`src/hw/input_pkg.sv`:
```
`default_nettype none

package input_pkg;

    typedef logic [31:0] data_t;       // input value as the cpu reads it
    typedef logic [3:0]  digit_cnt_t;  // digits entered, 0 to 8
    typedef logic [7:0]  reg_addr_t;   // apb byte offset

    typedef enum logic [3:0] {
        key_0 = 4'd0, key_1, key_2, key_3, key_4,
        key_5, key_6, key_7, key_8, key_9,
        key_back,    // "*" deletes the last digit
        key_enter,   // "#" confirms the value
        key_pause,   // "A" halts and resumes the cpu
        key_toggle,  // "B" swaps keypad and switch entry
        key_c,
        key_d
    } key_code_t;

    typedef enum logic [1:0] {
        blocked     = 2'b00,
        switch_mode = 2'b01,
        keypad_mode = 2'b10,
        halted      = 2'b11
    } input_state_t;

    localparam reg_addr_t  ctrl_addr   = 8'h00;
    localparam reg_addr_t  status_addr = 8'h04;
    localparam reg_addr_t  data_addr   = 8'h08;

    localparam digit_cnt_t max_digits  = 4'd8;

endpackage

`default_nettype wire
```
`src/hw/input_top.sv`:
```
`default_nettype none
`timescale 1ns/1ps

module input_top #(
    parameter int SCAN_DIV       = 4,
    parameter int DEBOUNCE_SCANS = 2,
    parameter int SWITCH_CNT     = 16
) (
    input  logic                  clk,
    input  logic                  rst_n,
    input  logic                  psel,
    input  logic                  penable,
    input  logic                  pwrite,
    input  input_pkg::reg_addr_t  paddr,
    input  input_pkg::data_t      pwdata,
    output input_pkg::data_t      prdata,
    output logic                  pready,
    output logic                  pslverr,
    output logic [3:0]            col,
    input  logic [3:0]            row,
    input  logic [SWITCH_CNT-1:0] switches,
    input  logic                  upload_done,
    output logic                  cpu_pause,
    output logic                  overflow
);

    logic                  scan_step;
    logic                  key_valid;
    input_pkg::key_code_t  key_code;
    logic                  input_req;
    logic                  acc_clear;
    logic                  acc_push;
    logic                  acc_pop;
    logic [3:0]            push_digit;
    input_pkg::data_t      acc_value;
    input_pkg::digit_cnt_t digit_cnt;
    logic                  full;
    logic                  input_complete;
    logic                  switch_enable;

    assign overflow = full;  // led lights at the digit limit

    scan_timer #(.SCAN_DIV(SCAN_DIV)) timer0 (
        .clk(clk), .rst_n(rst_n), .scan_step(scan_step)
    );

    keypad_scan #(.DEBOUNCE_SCANS(DEBOUNCE_SCANS)) scan0 (
        .clk(clk), .rst_n(rst_n), .scan_step(scan_step), .row(row), .col(col),
        .key_valid(key_valid), .key_code(key_code)
    );

    digit_accum accum0 (
        .clk(clk), .rst_n(rst_n), .acc_clear(acc_clear), .acc_push(acc_push),
        .acc_pop(acc_pop), .push_digit(push_digit), .acc_value(acc_value),
        .digit_cnt(digit_cnt), .full(full)
    );

    input_fsm fsm0 (
        .clk(clk), .rst_n(rst_n), .key_valid(key_valid), .input_req(input_req),
        .upload_done(upload_done), .key_code(key_code), .acc_clear(acc_clear),
        .acc_push(acc_push), .acc_pop(acc_pop), .push_digit(push_digit),
        .input_complete(input_complete), .switch_enable(switch_enable), .cpu_pause(cpu_pause)
    );

    input_apb_regs #(.SWITCH_CNT(SWITCH_CNT)) regs0 (
        .clk(clk), .rst_n(rst_n), .psel(psel), .penable(penable), .pwrite(pwrite),
        .paddr(paddr), .pwdata(pwdata), .prdata(prdata), .pready(pready),
        .pslverr(pslverr), .input_req(input_req), .input_complete(input_complete),
        .switch_enable(switch_enable), .cpu_pause(cpu_pause), .full(full),
        .digit_cnt(digit_cnt), .acc_value(acc_value), .switches(switches)
    );

endmodule

`default_nettype wire

```
`src/hw/input_apb_regs.sv`:
```
`default_nettype none
`timescale 1ns/1ps

module input_apb_regs #(
    parameter int SWITCH_CNT = 16
) (
    input  logic                  clk,
    input  logic                  rst_n,
    input  logic                  psel,
    input  logic                  penable,
    input  logic                  pwrite,
    input  input_pkg::reg_addr_t  paddr,
    input  input_pkg::data_t      pwdata,
    output input_pkg::data_t      prdata,
    output logic                  pready,
    output logic                  pslverr,
    output logic                  input_req,
    input  logic                  input_complete,
    input  logic                  switch_enable,
    input  logic                  cpu_pause,
    input  logic                  full,
    input  input_pkg::digit_cnt_t digit_cnt,
    input  input_pkg::data_t      acc_value,
    input  logic [SWITCH_CNT-1:0] switches
);

    logic             access;  // apb access phase
    logic             mapped;
    input_pkg::data_t status_q;
    input_pkg::data_t data_q;

    assign access  = psel && penable;
    assign mapped  = (paddr == input_pkg::ctrl_addr) || (paddr == input_pkg::status_addr) ||
                     (paddr == input_pkg::data_addr);
    assign pready  = 1'b1;  // no wait states
    assign pslverr = access && !mapped;

    always_comb begin
        case (paddr)
            input_pkg::status_addr: prdata = status_q;
            input_pkg::data_addr:   prdata = data_q;
            default:                prdata = '0;  // ctrl reads back as zero
        endcase
    end

    always_ff @(posedge clk or negedge rst_n) begin
        if (!rst_n) begin
            input_req <= 1'b0;
        end else begin
            input_req <= access && pwrite && (paddr == input_pkg::ctrl_addr) && pwdata[0];
        end
    end

    // snapshots of the live values, also resync the board switches
    always_ff @(posedge clk) begin
        status_q <= input_pkg::data_t'({digit_cnt, full, cpu_pause, switch_enable,
                                        input_complete});
        data_q   <= switch_enable ? input_pkg::data_t'(switches) : acc_value;
    end

    a_penable_psel: assert property (@(posedge clk) disable iff (!rst_n)
        penable |-> psel);

endmodule

`default_nettype wire

```
`src/hw/input_fsm.sv`:
```
`default_nettype none
`timescale 1ns/1ps

module input_fsm (
    input  logic                 clk,
    input  logic                 rst_n,
    input  logic                 key_valid,
    input  logic                 input_req,
    input  logic                 upload_done,
    input  input_pkg::key_code_t key_code,
    output logic                 acc_clear,
    output logic                 acc_push,
    output logic                 acc_pop,
    output logic [3:0]           push_digit,
    output logic                 input_complete,
    output logic                 switch_enable,
    output logic                 cpu_pause
);

    input_pkg::input_state_t state;

    logic is_digit;

    assign is_digit = (key_code <= input_pkg::key_9);

    always_ff @(posedge clk or negedge rst_n) begin
        if (!rst_n) begin
            state          <= input_pkg::blocked;
            acc_clear      <= 1'b0;
            acc_push       <= 1'b0;
            acc_pop        <= 1'b0;
            push_digit     <= 4'd0;
            input_complete <= 1'b0;
            switch_enable  <= 1'b0;
            cpu_pause      <= 1'b0;
        end else begin
            acc_clear <= 1'b0;
            acc_push  <= 1'b0;
            acc_pop   <= 1'b0;
            case (state)
                input_pkg::blocked: begin
                    if (key_valid && key_code == input_pkg::key_pause) begin
                        state     <= input_pkg::halted;
                        cpu_pause <= 1'b1;
                    end else if (input_req) begin
                        state          <= input_pkg::keypad_mode;
                        acc_clear      <= 1'b1;
                        input_complete <= 1'b0;
                        switch_enable  <= 1'b0;  // held from a switch session until now
                    end
                end
                input_pkg::keypad_mode: begin
                    if (key_valid) begin
                        if (is_digit) begin
                            acc_push   <= 1'b1;
                            push_digit <= key_code;
                        end else begin
                            case (key_code)
                                input_pkg::key_back: acc_pop <= 1'b1;
                                input_pkg::key_toggle: begin
                                    state         <= input_pkg::switch_mode;
                                    switch_enable <= 1'b1;
                                end
                                input_pkg::key_enter: begin
                                    state          <= input_pkg::blocked;
                                    input_complete <= 1'b1;
                                end
                                input_pkg::key_pause: begin
                                    state          <= input_pkg::halted;
                                    input_complete <= 1'b1;
                                    cpu_pause      <= 1'b1;
                                end
                                default: ;  // keys c and d do nothing
                            endcase
                        end
                    end
                end
                input_pkg::switch_mode: begin
                    if (key_valid) begin
                        case (key_code)
                            input_pkg::key_toggle: begin
                                state         <= input_pkg::keypad_mode;
                                switch_enable <= 1'b0;
                            end
                            input_pkg::key_enter: begin
                                state          <= input_pkg::blocked;
                                input_complete <= 1'b1;
                            end
                            input_pkg::key_pause: begin
                                state          <= input_pkg::halted;
                                input_complete <= 1'b1;
                                cpu_pause      <= 1'b1;
                            end
                            default: ;
                        endcase
                    end
                end
                input_pkg::halted: begin
                    // resume needs the loader finished and a second pause
                    if (key_valid && key_code == input_pkg::key_pause && upload_done) begin
                        state     <= input_pkg::blocked;
                        cpu_pause <= 1'b0;
                    end
                end
                default: state <= input_pkg::blocked;
            endcase
        end
    end

    a_pause_in_halt: assert property (@(posedge clk) disable iff (!rst_n)
        cpu_pause == (state == input_pkg::halted));

endmodule

`default_nettype wire

```
`src/hw/digit_accum.sv`:
```
`default_nettype none
`timescale 1ns/1ps

module digit_accum (
    input  logic                  clk,
    input  logic                  rst_n,
    input  logic                  acc_clear,
    input  logic                  acc_push,
    input  logic                  acc_pop,
    input  logic [3:0]            push_digit,
    output input_pkg::data_t      acc_value,
    output input_pkg::digit_cnt_t digit_cnt,
    output logic                  full
);

    assign full = (digit_cnt == input_pkg::max_digits);

    always_ff @(posedge clk or negedge rst_n) begin
        if (!rst_n) begin
            acc_value <= '0;
            digit_cnt <= '0;
        end else if (acc_clear) begin
            acc_value <= '0;
            digit_cnt <= '0;
        end else if (acc_push && !full) begin
            acc_value <= acc_value * 32'd10 + input_pkg::data_t'(push_digit);
            digit_cnt <= digit_cnt + 1'b1;
        end else if (acc_pop && (digit_cnt != '0)) begin
            acc_value <= acc_value / 32'd10;  // drops the last digit
            digit_cnt <= digit_cnt - 1'b1;
        end
    end

    a_cnt_limit: assert property (@(posedge clk) disable iff (!rst_n)
        digit_cnt <= input_pkg::max_digits);

    // the fsm sends at most one edit per key
    a_no_push_pop: assert property (@(posedge clk) disable iff (!rst_n)
        !(acc_push && acc_pop));

endmodule

`default_nettype wire

```
`src/hw/keypad_scan.sv`:
```
`default_nettype none
`timescale 1ns/1ps

module keypad_scan #(
    parameter int DEBOUNCE_SCANS = 2
) (
    input  logic                clk,
    input  logic                rst_n,
    input  logic                scan_step,
    input  logic [3:0]          row,
    output logic [3:0]          col,
    output logic                key_valid,
    output input_pkg::key_code_t key_code
);

    localparam int CNT_W = $clog2(DEBOUNCE_SCANS + 1);

    logic             running;     // first step has driven a column
    logic [1:0]       col_idx;     // index of the low column
    logic             scan_any;    // some row seen low in this scan
    logic             scan_multi;  // more than one key in this scan
    logic [3:0]       scan_row;
    logic [1:0]       scan_col;
    logic [7:0]       last_snap;   // result of the previous full scan
    logic [CNT_W-1:0] stable_cnt;
    logic             reported;    // press already sent, wait for release

    logic             row_hit;
    logic             base_any;
    logic             base_multi;
    logic             new_any;
    logic             new_multi;
    logic [3:0]       new_row;
    logic [1:0]       new_col;
    logic [7:0]       snap;
    logic [CNT_W-1:0] next_cnt;
    logic             settled;

    // maps an active low row and a column index onto the 4x4 key layout
    function automatic input_pkg::key_code_t decode(input logic [3:0] r, input logic [1:0] c);
        logic [1:0] ridx;
        ridx = r[0] ? (r[1] ? (r[2] ? 2'd3 : 2'd2) : 2'd1) : 2'd0;
        case ({ridx, c})
            4'h0: decode = input_pkg::key_1;
            4'h1: decode = input_pkg::key_2;
            4'h2: decode = input_pkg::key_3;
            4'h3: decode = input_pkg::key_pause;
            4'h4: decode = input_pkg::key_4;
            4'h5: decode = input_pkg::key_5;
            4'h6: decode = input_pkg::key_6;
            4'h7: decode = input_pkg::key_toggle;
            4'h8: decode = input_pkg::key_7;
            4'h9: decode = input_pkg::key_8;
            4'ha: decode = input_pkg::key_9;
            4'hb: decode = input_pkg::key_c;
            4'hc: decode = input_pkg::key_back;
            4'hd: decode = input_pkg::key_0;
            4'he: decode = input_pkg::key_enter;
            4'hf: decode = input_pkg::key_d;
        endcase
    endfunction

    always_comb begin
        row_hit    = (row != 4'hf);
        base_any   = (col_idx != 2'd0) && scan_any;  // column 0 starts a fresh scan
        base_multi = (col_idx != 2'd0) && scan_multi;
        new_any    = base_any || row_hit;
        new_multi  = base_multi || (row_hit && (base_any || !$onehot(~row)));
        new_row    = (row_hit && !base_any) ? row : scan_row;
        new_col    = (row_hit && !base_any) ? col_idx : scan_col;
        snap       = {new_multi, new_any, (new_any && !new_multi) ? {new_row, new_col} : 6'd0};
        if (snap != last_snap) begin
            next_cnt = CNT_W'(1);
        end else if (stable_cnt < CNT_W'(DEBOUNCE_SCANS)) begin
            next_cnt = stable_cnt + 1'b1;
        end else begin
            next_cnt = stable_cnt;
        end
        settled    = (next_cnt >= CNT_W'(DEBOUNCE_SCANS));
    end

    always_ff @(posedge clk or negedge rst_n) begin
        if (!rst_n) begin
            col        <= 4'hf;
            running    <= 1'b0;
            col_idx    <= 2'd0;
            scan_any   <= 1'b0;
            scan_multi <= 1'b0;
            scan_row   <= 4'hf;
            scan_col   <= 2'd0;
            last_snap  <= 8'd0;
            stable_cnt <= '0;
            reported   <= 1'b0;
            key_valid  <= 1'b0;
            key_code   <= input_pkg::key_0;
        end else begin
            key_valid <= 1'b0;
            if (scan_step && !running) begin
                running <= 1'b1;
                col     <= 4'b1110;
            end else if (scan_step) begin
                col        <= {col[2:0], col[3]};  // next column low
                col_idx    <= col_idx + 2'd1;
                scan_any   <= new_any;
                scan_multi <= new_multi;
                scan_row   <= new_row;
                scan_col   <= new_col;
                if (col_idx == 2'd3) begin
                    last_snap  <= snap;
                    stable_cnt <= next_cnt;
                    if (settled && new_any && !new_multi && !reported) begin
                        key_valid <= 1'b1;
                        key_code  <= decode(new_row, new_col);
                        reported  <= 1'b1;
                    end else if (settled && !new_any) begin
                        reported  <= 1'b0;  // released long enough
                    end
                end
            end
        end
    end

    a_one_col_low: assert property (@(posedge clk) disable iff (!rst_n)
        running |-> $onehot(~col));

endmodule

`default_nettype wire

```
`src/hw/scan_timer.sv`:
```
`default_nettype none
`timescale 1ns/1ps

module scan_timer #(
    parameter int SCAN_DIV = 4
) (
    input  logic clk,
    input  logic rst_n,
    output logic scan_step
);

    localparam int CNT_W = (SCAN_DIV > 1) ? $clog2(SCAN_DIV) : 1;

    logic [CNT_W-1:0] cnt;

    assign scan_step = (cnt == CNT_W'(SCAN_DIV - 1));  // one cycle per wrap

    always_ff @(posedge clk or negedge rst_n) begin
        if (!rst_n) begin
            cnt <= '0;
        end else if (scan_step) begin
            cnt <= '0;
        end else begin
            cnt <= cnt + 1'b1;
        end
    end

    // with a real divider the step can never be a level
    a_step_is_pulse: assert property (@(posedge clk) disable iff (!rst_n)
        (SCAN_DIV > 1) && scan_step |=> !scan_step);

endmodule

`default_nettype wire

```
`config.mk`:
```
export PLATFORM = sky130hd
export DESIGN_NAME = input_top
export DESIGN_NICKNAME = d
export VERILOG_FILES = /design/src/hw/input_pkg.sv /design/src/hw/input_top.sv /design/src/hw/input_apb_regs.sv /design/src/hw/input_fsm.sv /design/src/hw/digit_accum.sv /design/src/hw/keypad_scan.sv /design/src/hw/scan_timer.sv
export SDC_FILE = /design/constraint.sdc
export NUM_CORES = 1
export LEC_CHECK = 0
export BUFFER_PORTS_ARGS = -buffer_cell sky130_fd_sc_hd__buf_2
export CAP_MARGIN = 10
export CORE_MARGIN = 4
export CORE_UTILIZATION = 49
export DETAILED_ROUTE_END_ITERATION = 12
export GPL_TIMING_DRIVEN = 0
export PLACE_DENSITY = 0.76
export SETUP_SLACK_MARGIN = 0.15
export SLEW_MARGIN = 20
export SYNTH_ARGS = -nofsm -noshare
export SYNTH_HDL_FRONTEND = slang
export SYNTH_SLANG_ARGS = --single-unit
```
`constraint.sdc`:
```
create_clock -name clk -period 12.7 [get_ports clk]
set_input_delay 3.175 -clock clk [delete_from_list [all_inputs] [get_ports clk]]
set_output_delay 3.175 -clock clk [all_outputs]
set_load 0.005 [all_outputs]
```
Word-level counts from Yosys, hierarchy flattened:

Memories as Yosys holds them, arrays and structs flattened. A register that Yosys moved wholly into a read port is not among the register bits.
Index checks and enable logic that the tools add are counted.

* flip-flop bits (word level): 118
* memory bits (read-only): 64
* bits of input ports: 66
* output and inout bits: 40
* logic and storage cells: 185
* memories: 1

Memories
* (no name shown): depth 16, width 4, rd ports 1, clocked after Yosys merged registers in 1, wr ports 0, line keypad_scan.sv:43 `case ({ridx, c})`

* add/subtract/negate cells: 9
* multiply operators: 1
* div/mod/pow operators: 1
* $lt $le $gt $ge: 3
* equality and inequality tests: 27
* multiplexer cells: 64
* bitwise gates (word level): 2
* reductions and logical operators: 51

Operators by type and width (number)
* 32-bit 2-to-1 mux: 3
* 32-bit case mux with 2 select lines: 1
* 1-bit 2-to-1 mux: 34
* 32-bit by 4-bit adder with 32-bit output: 1
* 32-bit by 4-bit divider with 32-bit output, second input constant: 1
* 32-bit by 3-bit multiplier with 31-bit output, second input constant: 1
* 2-bit 2-to-1 mux: 12
* 4-bit 2-to-1 mux: 6
* 4-bit == test, second input constant: 5
* 1-bit logical AND: 19
* 16-bit 2-to-1 mux: 1
* 2-bit case mux with 3 select lines: 2
* 2-bit by 1-bit inequality test with 1-bit output, second input constant: 5
* 1-bit logical NOT: 9
* 2-bit == test, second input constant: 4
* 8-bit by 3-bit == test with 1-bit output, second input constant: 1
* 8-bit by 4-bit == test with 1-bit output, second input constant: 1
* 8-bit logical NOT: 1
* 2-bit inequality test, second input constant: 4
* 4-bit by 1-bit inequality test with 1-bit output, second input constant: 2
* 8-bit inequality test: 1
* 2-bit case mux with 4 select lines: 1
* 4-bit AND reduction: 2
* 8-bit AND reduction: 1
* 28 further kinds: 40

Depth between registers and ports, before layout:

* depth in word-level cells: 21
* gate-level depth with buffers: 48
* mapped depth without buffers: 36

Cells and area by module:

A second synthesis with hierarchy kept.

* cells, all modules: 1694
* area, all modules: 13837.0 µm²

Modules (own cells, without submodules)
* digit_accum: instances 1, cells an instance 1251, area each 9257.6 µm², sequential area each 900.9 µm²
* keypad_scan: instances 1, cells an instance 202, area each 1944.4 µm², sequential area each 785.8 µm²
* input_apb_regs: instances 1, cells an instance 168, area each 1789.2 µm², sequential area each 825.8 µm²
* input_fsm: instances 1, cells an instance 69, area each 779.5 µm², sequential area each 300.3 µm²
* scan_timer: instances 1, cells an instance 4, area each 66.3 µm², sequential area each 50.0 µm²

Least setup slack after synthesis:

Ideal clock, no wire load.

* kind: register -> register
* start point: register accum0.acc_value[27]
* end point: register accum0.acc_value[0]
* library setup time: 0.124 ns
* arrival: 9.547 ns
* data required time: 12.576 ns
* path slack: 3.029 ns
* stages on the path, launching flop included: 43
* clock period less this slack: 9.671 ns
* cells stage by stage: dfrtp_1 > buf_6 > buf_6 > nor3b_1 > o31ai_1 > o211a_2 > buf_6 > a22oi_1 > a32oi_1 > nand3_1 > mux2i_1 > or4_4 > or2_1 > buf_6 > a311o_1 > nor3_2 > mux2_1 > mux4_2 > [... 7 more ...] > a311oi_4 > nor2_2 > o21a_1 > or3_4 > o32a_1 > and2_4 > buf_6 > a221oi_1 > a32oi_1 > o21a_2 > a41o_1 > or4_4 > nor2_4 > nor4b_1 > a2111oi_2 > o32ai_1 > and4b_1 > o31a_1

* cells in the longest elaborated chain, start to end: 4

Ends and longest elaborated chain
* start: declaration: line digit_accum.sv:11 `output input_pkg::data_t acc_value,`
* start signal: assignment: line digit_accum.sv:26 `acc_value <= acc_value * 32'd10 + input_pkg::data_t'(push_digit);`
* start signal: assignment: line digit_accum.sv:29 `acc_value <= acc_value / 32'd10;`
* 32-bit by 4-bit divider with 32-bit output: line digit_accum.sv:29
* 32-bit 2-to-1 mux: line digit_accum.sv:28 `end else if (acc_pop && (digit_cnt != '0)) begin`
* 32-bit 2-to-1 mux: line digit_accum.sv:25 `end else if (acc_push && !full) begin`
* 32-bit 2-to-1 mux: line digit_accum.sv:22 `end else if (acc_clear) begin`

No other way between the ends. The select of a mux whose other input is x is not followed.
A chain may end at the register's enable or synchronous reset.

Worst setup path in the final report:

* start point: register accum0.acc_value[29]
* end point: register accum0.acc_value[1]

The elaborated chain is that of the path after synthesis.

==> results.md <==
* Status: finished, final reports clean
* Share of cells above drive strength 1 at 13.1%
* Cells after Synth at 1466
* Worst VDD drop at 85.8 uV
* CP required at 13010 ps
* Switching Share at 25.2%
* CTS H-tree lvls at 4
* Setup TNS at 0 ps
* Power share of the combinational group at 2.8%
* Minimum clock period at 11310 ps
* Worst-margin pin slew at 853 ps
* Syn nets at 1614
* Residual DRC at 0
* Clock Skews at 18.2 ps
* Reg clk slew, reported paths at 60 ps
* Post-synth ARST share at 67.2%
* # setup viols final at 0
* DRT iter0 DRCs at 1151
* IO Pins at 106
* Crit-path max FO at 10
* Max incr delay on CP at 550 ps
* RSZ-0062 raised after global routing: false
* Mean Syn Cell Area at 7.91 um2
* HPWL Detailed at 23.2 mm
* Worst skew pair latency at 430 ps
* Crit path capture type: register
* Unique masters post-synth at 114
* Vias in the first global route at 10958
* Max Cap Viol at 0
* Flop2flop setup slack at 1390 ps
* CTS tree: built
* Routability cong. at 0.942
* Hold_buf cts at 0
* Via density at 6.11
* Die Wd at 162 um
* Die height at 162 um
* Power Dens Cells at 67.8 nW/um2
* TritonRoute pass-1 iters at 5
* Int Power at 0.000656 W
* IO buf count at 73
* Slew Limit Fails at 0
* Kind of critical path: reg2reg
* CP max-delay cell: or4_4
* Routed Wire Length at 31.5 mm
* Delay-heaviest family, CP: simple AND/OR/NAND/NOR gates
* Synthesized area at 11600 um2
* CTS Sinks at 122
* FILL cells at 2218
* Core region area at 23400 um2
* Final core occ at 55.3%
* Clock buffer depth at 2
* Vias at 11550
* Ant diodes at 0
* Yosys warning count at 0
* Die Area at 26200 um2
* Total CTS buffers at 17
* Root Buffer: clkbuf_16
* Wirelength per Cell at 16.6 um
* Layout area overhead at 11.6%
* Post-CTS Setup Inserts at 0
* Most common flop cell mapped by yosys: dfrtp_1
* Row cnt at 56
* Period Utilization, post-route at 89.0%
* Initial Utilization at 49.6%
* Tot GR Track Use at 23.7%
* Rel. slew slack at 42.9%
* Register area share after synthesis at 24.7%
* WP data arrival at 11620 ps
* Flops & latches, synth at 122
* First-pass GRT wire length at 52.5 mm
* Initial antenna violation count at 0
* Highest Clock Rate at 88.5 MHz
* EDFF count, synth at 0
* CTS resizes at 0
* Leak at 5.81 nW
* Hold Path Class: reg2reg
* Final Hold Viols at 0
* Final nets at 1707
* Most Frequent Cell on Critical Path: or2_1
* Sequential power share at 44.4%
* Switching power at 0.000221 W
* CP Launch Type: register
* Grt ovf at 0
* Final ANT Viol Nets at 0
* Sum of buffers and inverters on the critical path at 4
* Clock power share at 52.9%
* Pin count of the biggest net entering global routing at 44
## through the flow
step	power (W)	hold WS (ps)	cell area, um2	instances	setup WS (ps)
after detailed placement	0.000422	356	12400	1859	1600
after floorplan	0.000407	345	11600	1466	3030
after global routing	0.000904	374	12900	1891	537
after CTS	0.000884	365	12900	1891	1570
after global placement	0.000420	350	12400	1858	1690
final	0.000878	366	12900	1891	1390
## power by group through the flow
stage	clock network, W	registers (W)	logic, W
after floorplan	0	0.000397	0.00000981
after global placement	0	0.000397	0.0000229
after detailed placement	0	0.000397	0.0000248
after CTS	0.000469	0.000389	0.0000250
after global routing	0.000487	0.000389	0.0000283
final	0.000464	0.000389	0.0000245
## worst register-to-register path: cells and delay by family, from the launching register on
family | cells | cell delay (ps)
simple gates | 20 | 5930
compound gates | 12 | 3190
mux | 3 | 950
buf+inv | 4 | 660
flops | 1 | 460
## worst paths after layout
kind | start | to | cells after the start
setup / recovery | accum0.acc_value[29] | accum0.acc_value[1] | 39
hold / removal | fsm0.switch_enable | regs0.status_q[1] | 0
setup reg to reg | accum0.acc_value[29] | accum0.acc_value[1] | 39
hold reg to reg | fsm0.switch_enable | regs0.status_q[1] | 0
max in group asynchronous | rst_n | scan0.scan_row[2] | 2
min in group asynchronous | rst_n | scan0.scan_col[1] | 1
## routing by layer
metal	vias up	global-route usage, %	share of wire (%)
li1	5597	-	-
met1	5465	31.1	44
met2	423	40.2	48
met3	65	3.25	5.4
met4	0	8.11	2.8
met5	-	0	0
## flip-flops by register name, summed over array words and instances, names as in the netlist, 2 cells and up
| signal | count |
|---|---|
| scan0.col_idx | 2 |
| scan0.scan_row | 4 |
| regs0.data_q | 32 |
| fsm0.push_digit | 4 |
| fsm0.state | 2 |
| scan0.stable_cnt | 2 |
| timer0.cnt | 2 |
| scan0.key_code | 4 |
| accum0.digit_cnt | 4 |
| scan0.last_snap | 8 |
| scan0.scan_col | 2 |
| scan0.col | 4 |
| regs0.status_q | 8 |
| accum0.acc_value | 32 |
## kinds of logic (layout without fill, tap and decap cells)
| logic type | count (synthesis) | in the layout | share of synthesized area [%] |
|---|---|---|---|
| AO/OA/AOI/OAI | 450 | 450 | 27.5 |
| XOR/XNOR | 73 | 73 | 5.51 |
| adder cells (fa/ha/maj) | 85 | 85 | 9.36 |
| buffers and inverters | 172 | 278 | 6.61 |
| flip-flops | 122 | 122 | 24.7 |
| multiplexers | 24 | 24 | 2.45 |
| other | 1 | 1 | 0.0323 |
| AND/OR/NAND/NOR | 539 | 539 | 23.9 |
## placed cells by master, fill, tap and decap left out, types with 12 or more instances in the layout
cell and count:
mux2_2 12, nand2b_1 13, ha_1 78, dfxtp_1 40, dfrtp_1 74, xor2_1 24, and3_1 29, nor4_1 16
a31oi_1 18, a21o_1 16, nor3_1 41, o31ai_1 14, clkbuf_1 59, inv_1 68, o21ai_0 98, a22o_1 18
nand3_1 50, o21bai_1 17, xnor2_1 49, a22oi_1 12, and2_1 35, nor2_1 101, buf_2 85, nand4_1 12
o211ai_1 17, a21oi_1 88, clkbuf_16 17, nand2_1 156
## Yosys cell counts (7+ instances only)
| master | n | area, um2 |
|---|---|---|
| and2_1 | 35 | 219 |
| nor4_1 | 16 | 100 |
| buf_4 | 10 | 75.1 |
| o21bai_1 | 17 | 128 |
| or3_1 | 9 | 56.3 |
| a21o_1 | 16 | 120 |
| xor2_1 | 24 | 210 |
| clkbuf_1 | 59 | 221 |
| a31oi_1 | 18 | 113 |
| nor2b_1 | 11 | 68.8 |
| o211ai_1 | 17 | 128 |
| xnor2_1 | 49 | 429 |
| mux2i_1 | 7 | 70.1 |
| nor3_1 | 41 | 205 |
| buf_1 | 7 | 26.3 |
| buf_6 | 9 | 101 |
| ha_1 | 78 | 976 |
| a211o_1 | 7 | 61.3 |
| o21ai_0 | 98 | 490 |
| nand3_1 | 50 | 250 |
| a22oi_1 | 12 | 90.1 |
| a211oi_1 | 11 | 82.6 |
| nand2b_1 | 13 | 81.3 |
| inv_1 | 68 | 255 |
| nand2_1 | 156 | 586 |
| nor2_1 | 101 | 379 |
| nand4_1 | 12 | 75.1 |
| dfxtp_1 | 40 | 801 |
| a32o_1 | 8 | 80.1 |
| a2111oi_0 | 10 | 87.6 |
| a22o_1 | 18 | 158 |
| nor3b_1 | 8 | 60.1 |
| buf_2 | 13 | 65.1 |
| and3_1 | 29 | 181 |
| dfrtp_1 | 74 | 1850 |
| o31ai_1 | 14 | 105 |
| dfstp_2 | 8 | 210 |
| a21oi_1 | 88 | 440 |
| mux2_2 | 12 | 135 |
## cell type report
class	count	area, um2	share of cell area (%)
well taps	319	399	3.08
repair buffers	74	395	3.05
clock inverters	14	110	0.851
clock buffers	18	439	3.39
multi-input cells	1172	7970	61.6
plain buffers	98	489	3.78
inverters	74	278	2.15
flip-flops and latches	122	2860	22.1
Note: power is estimated with default switching activity, not from simulation.
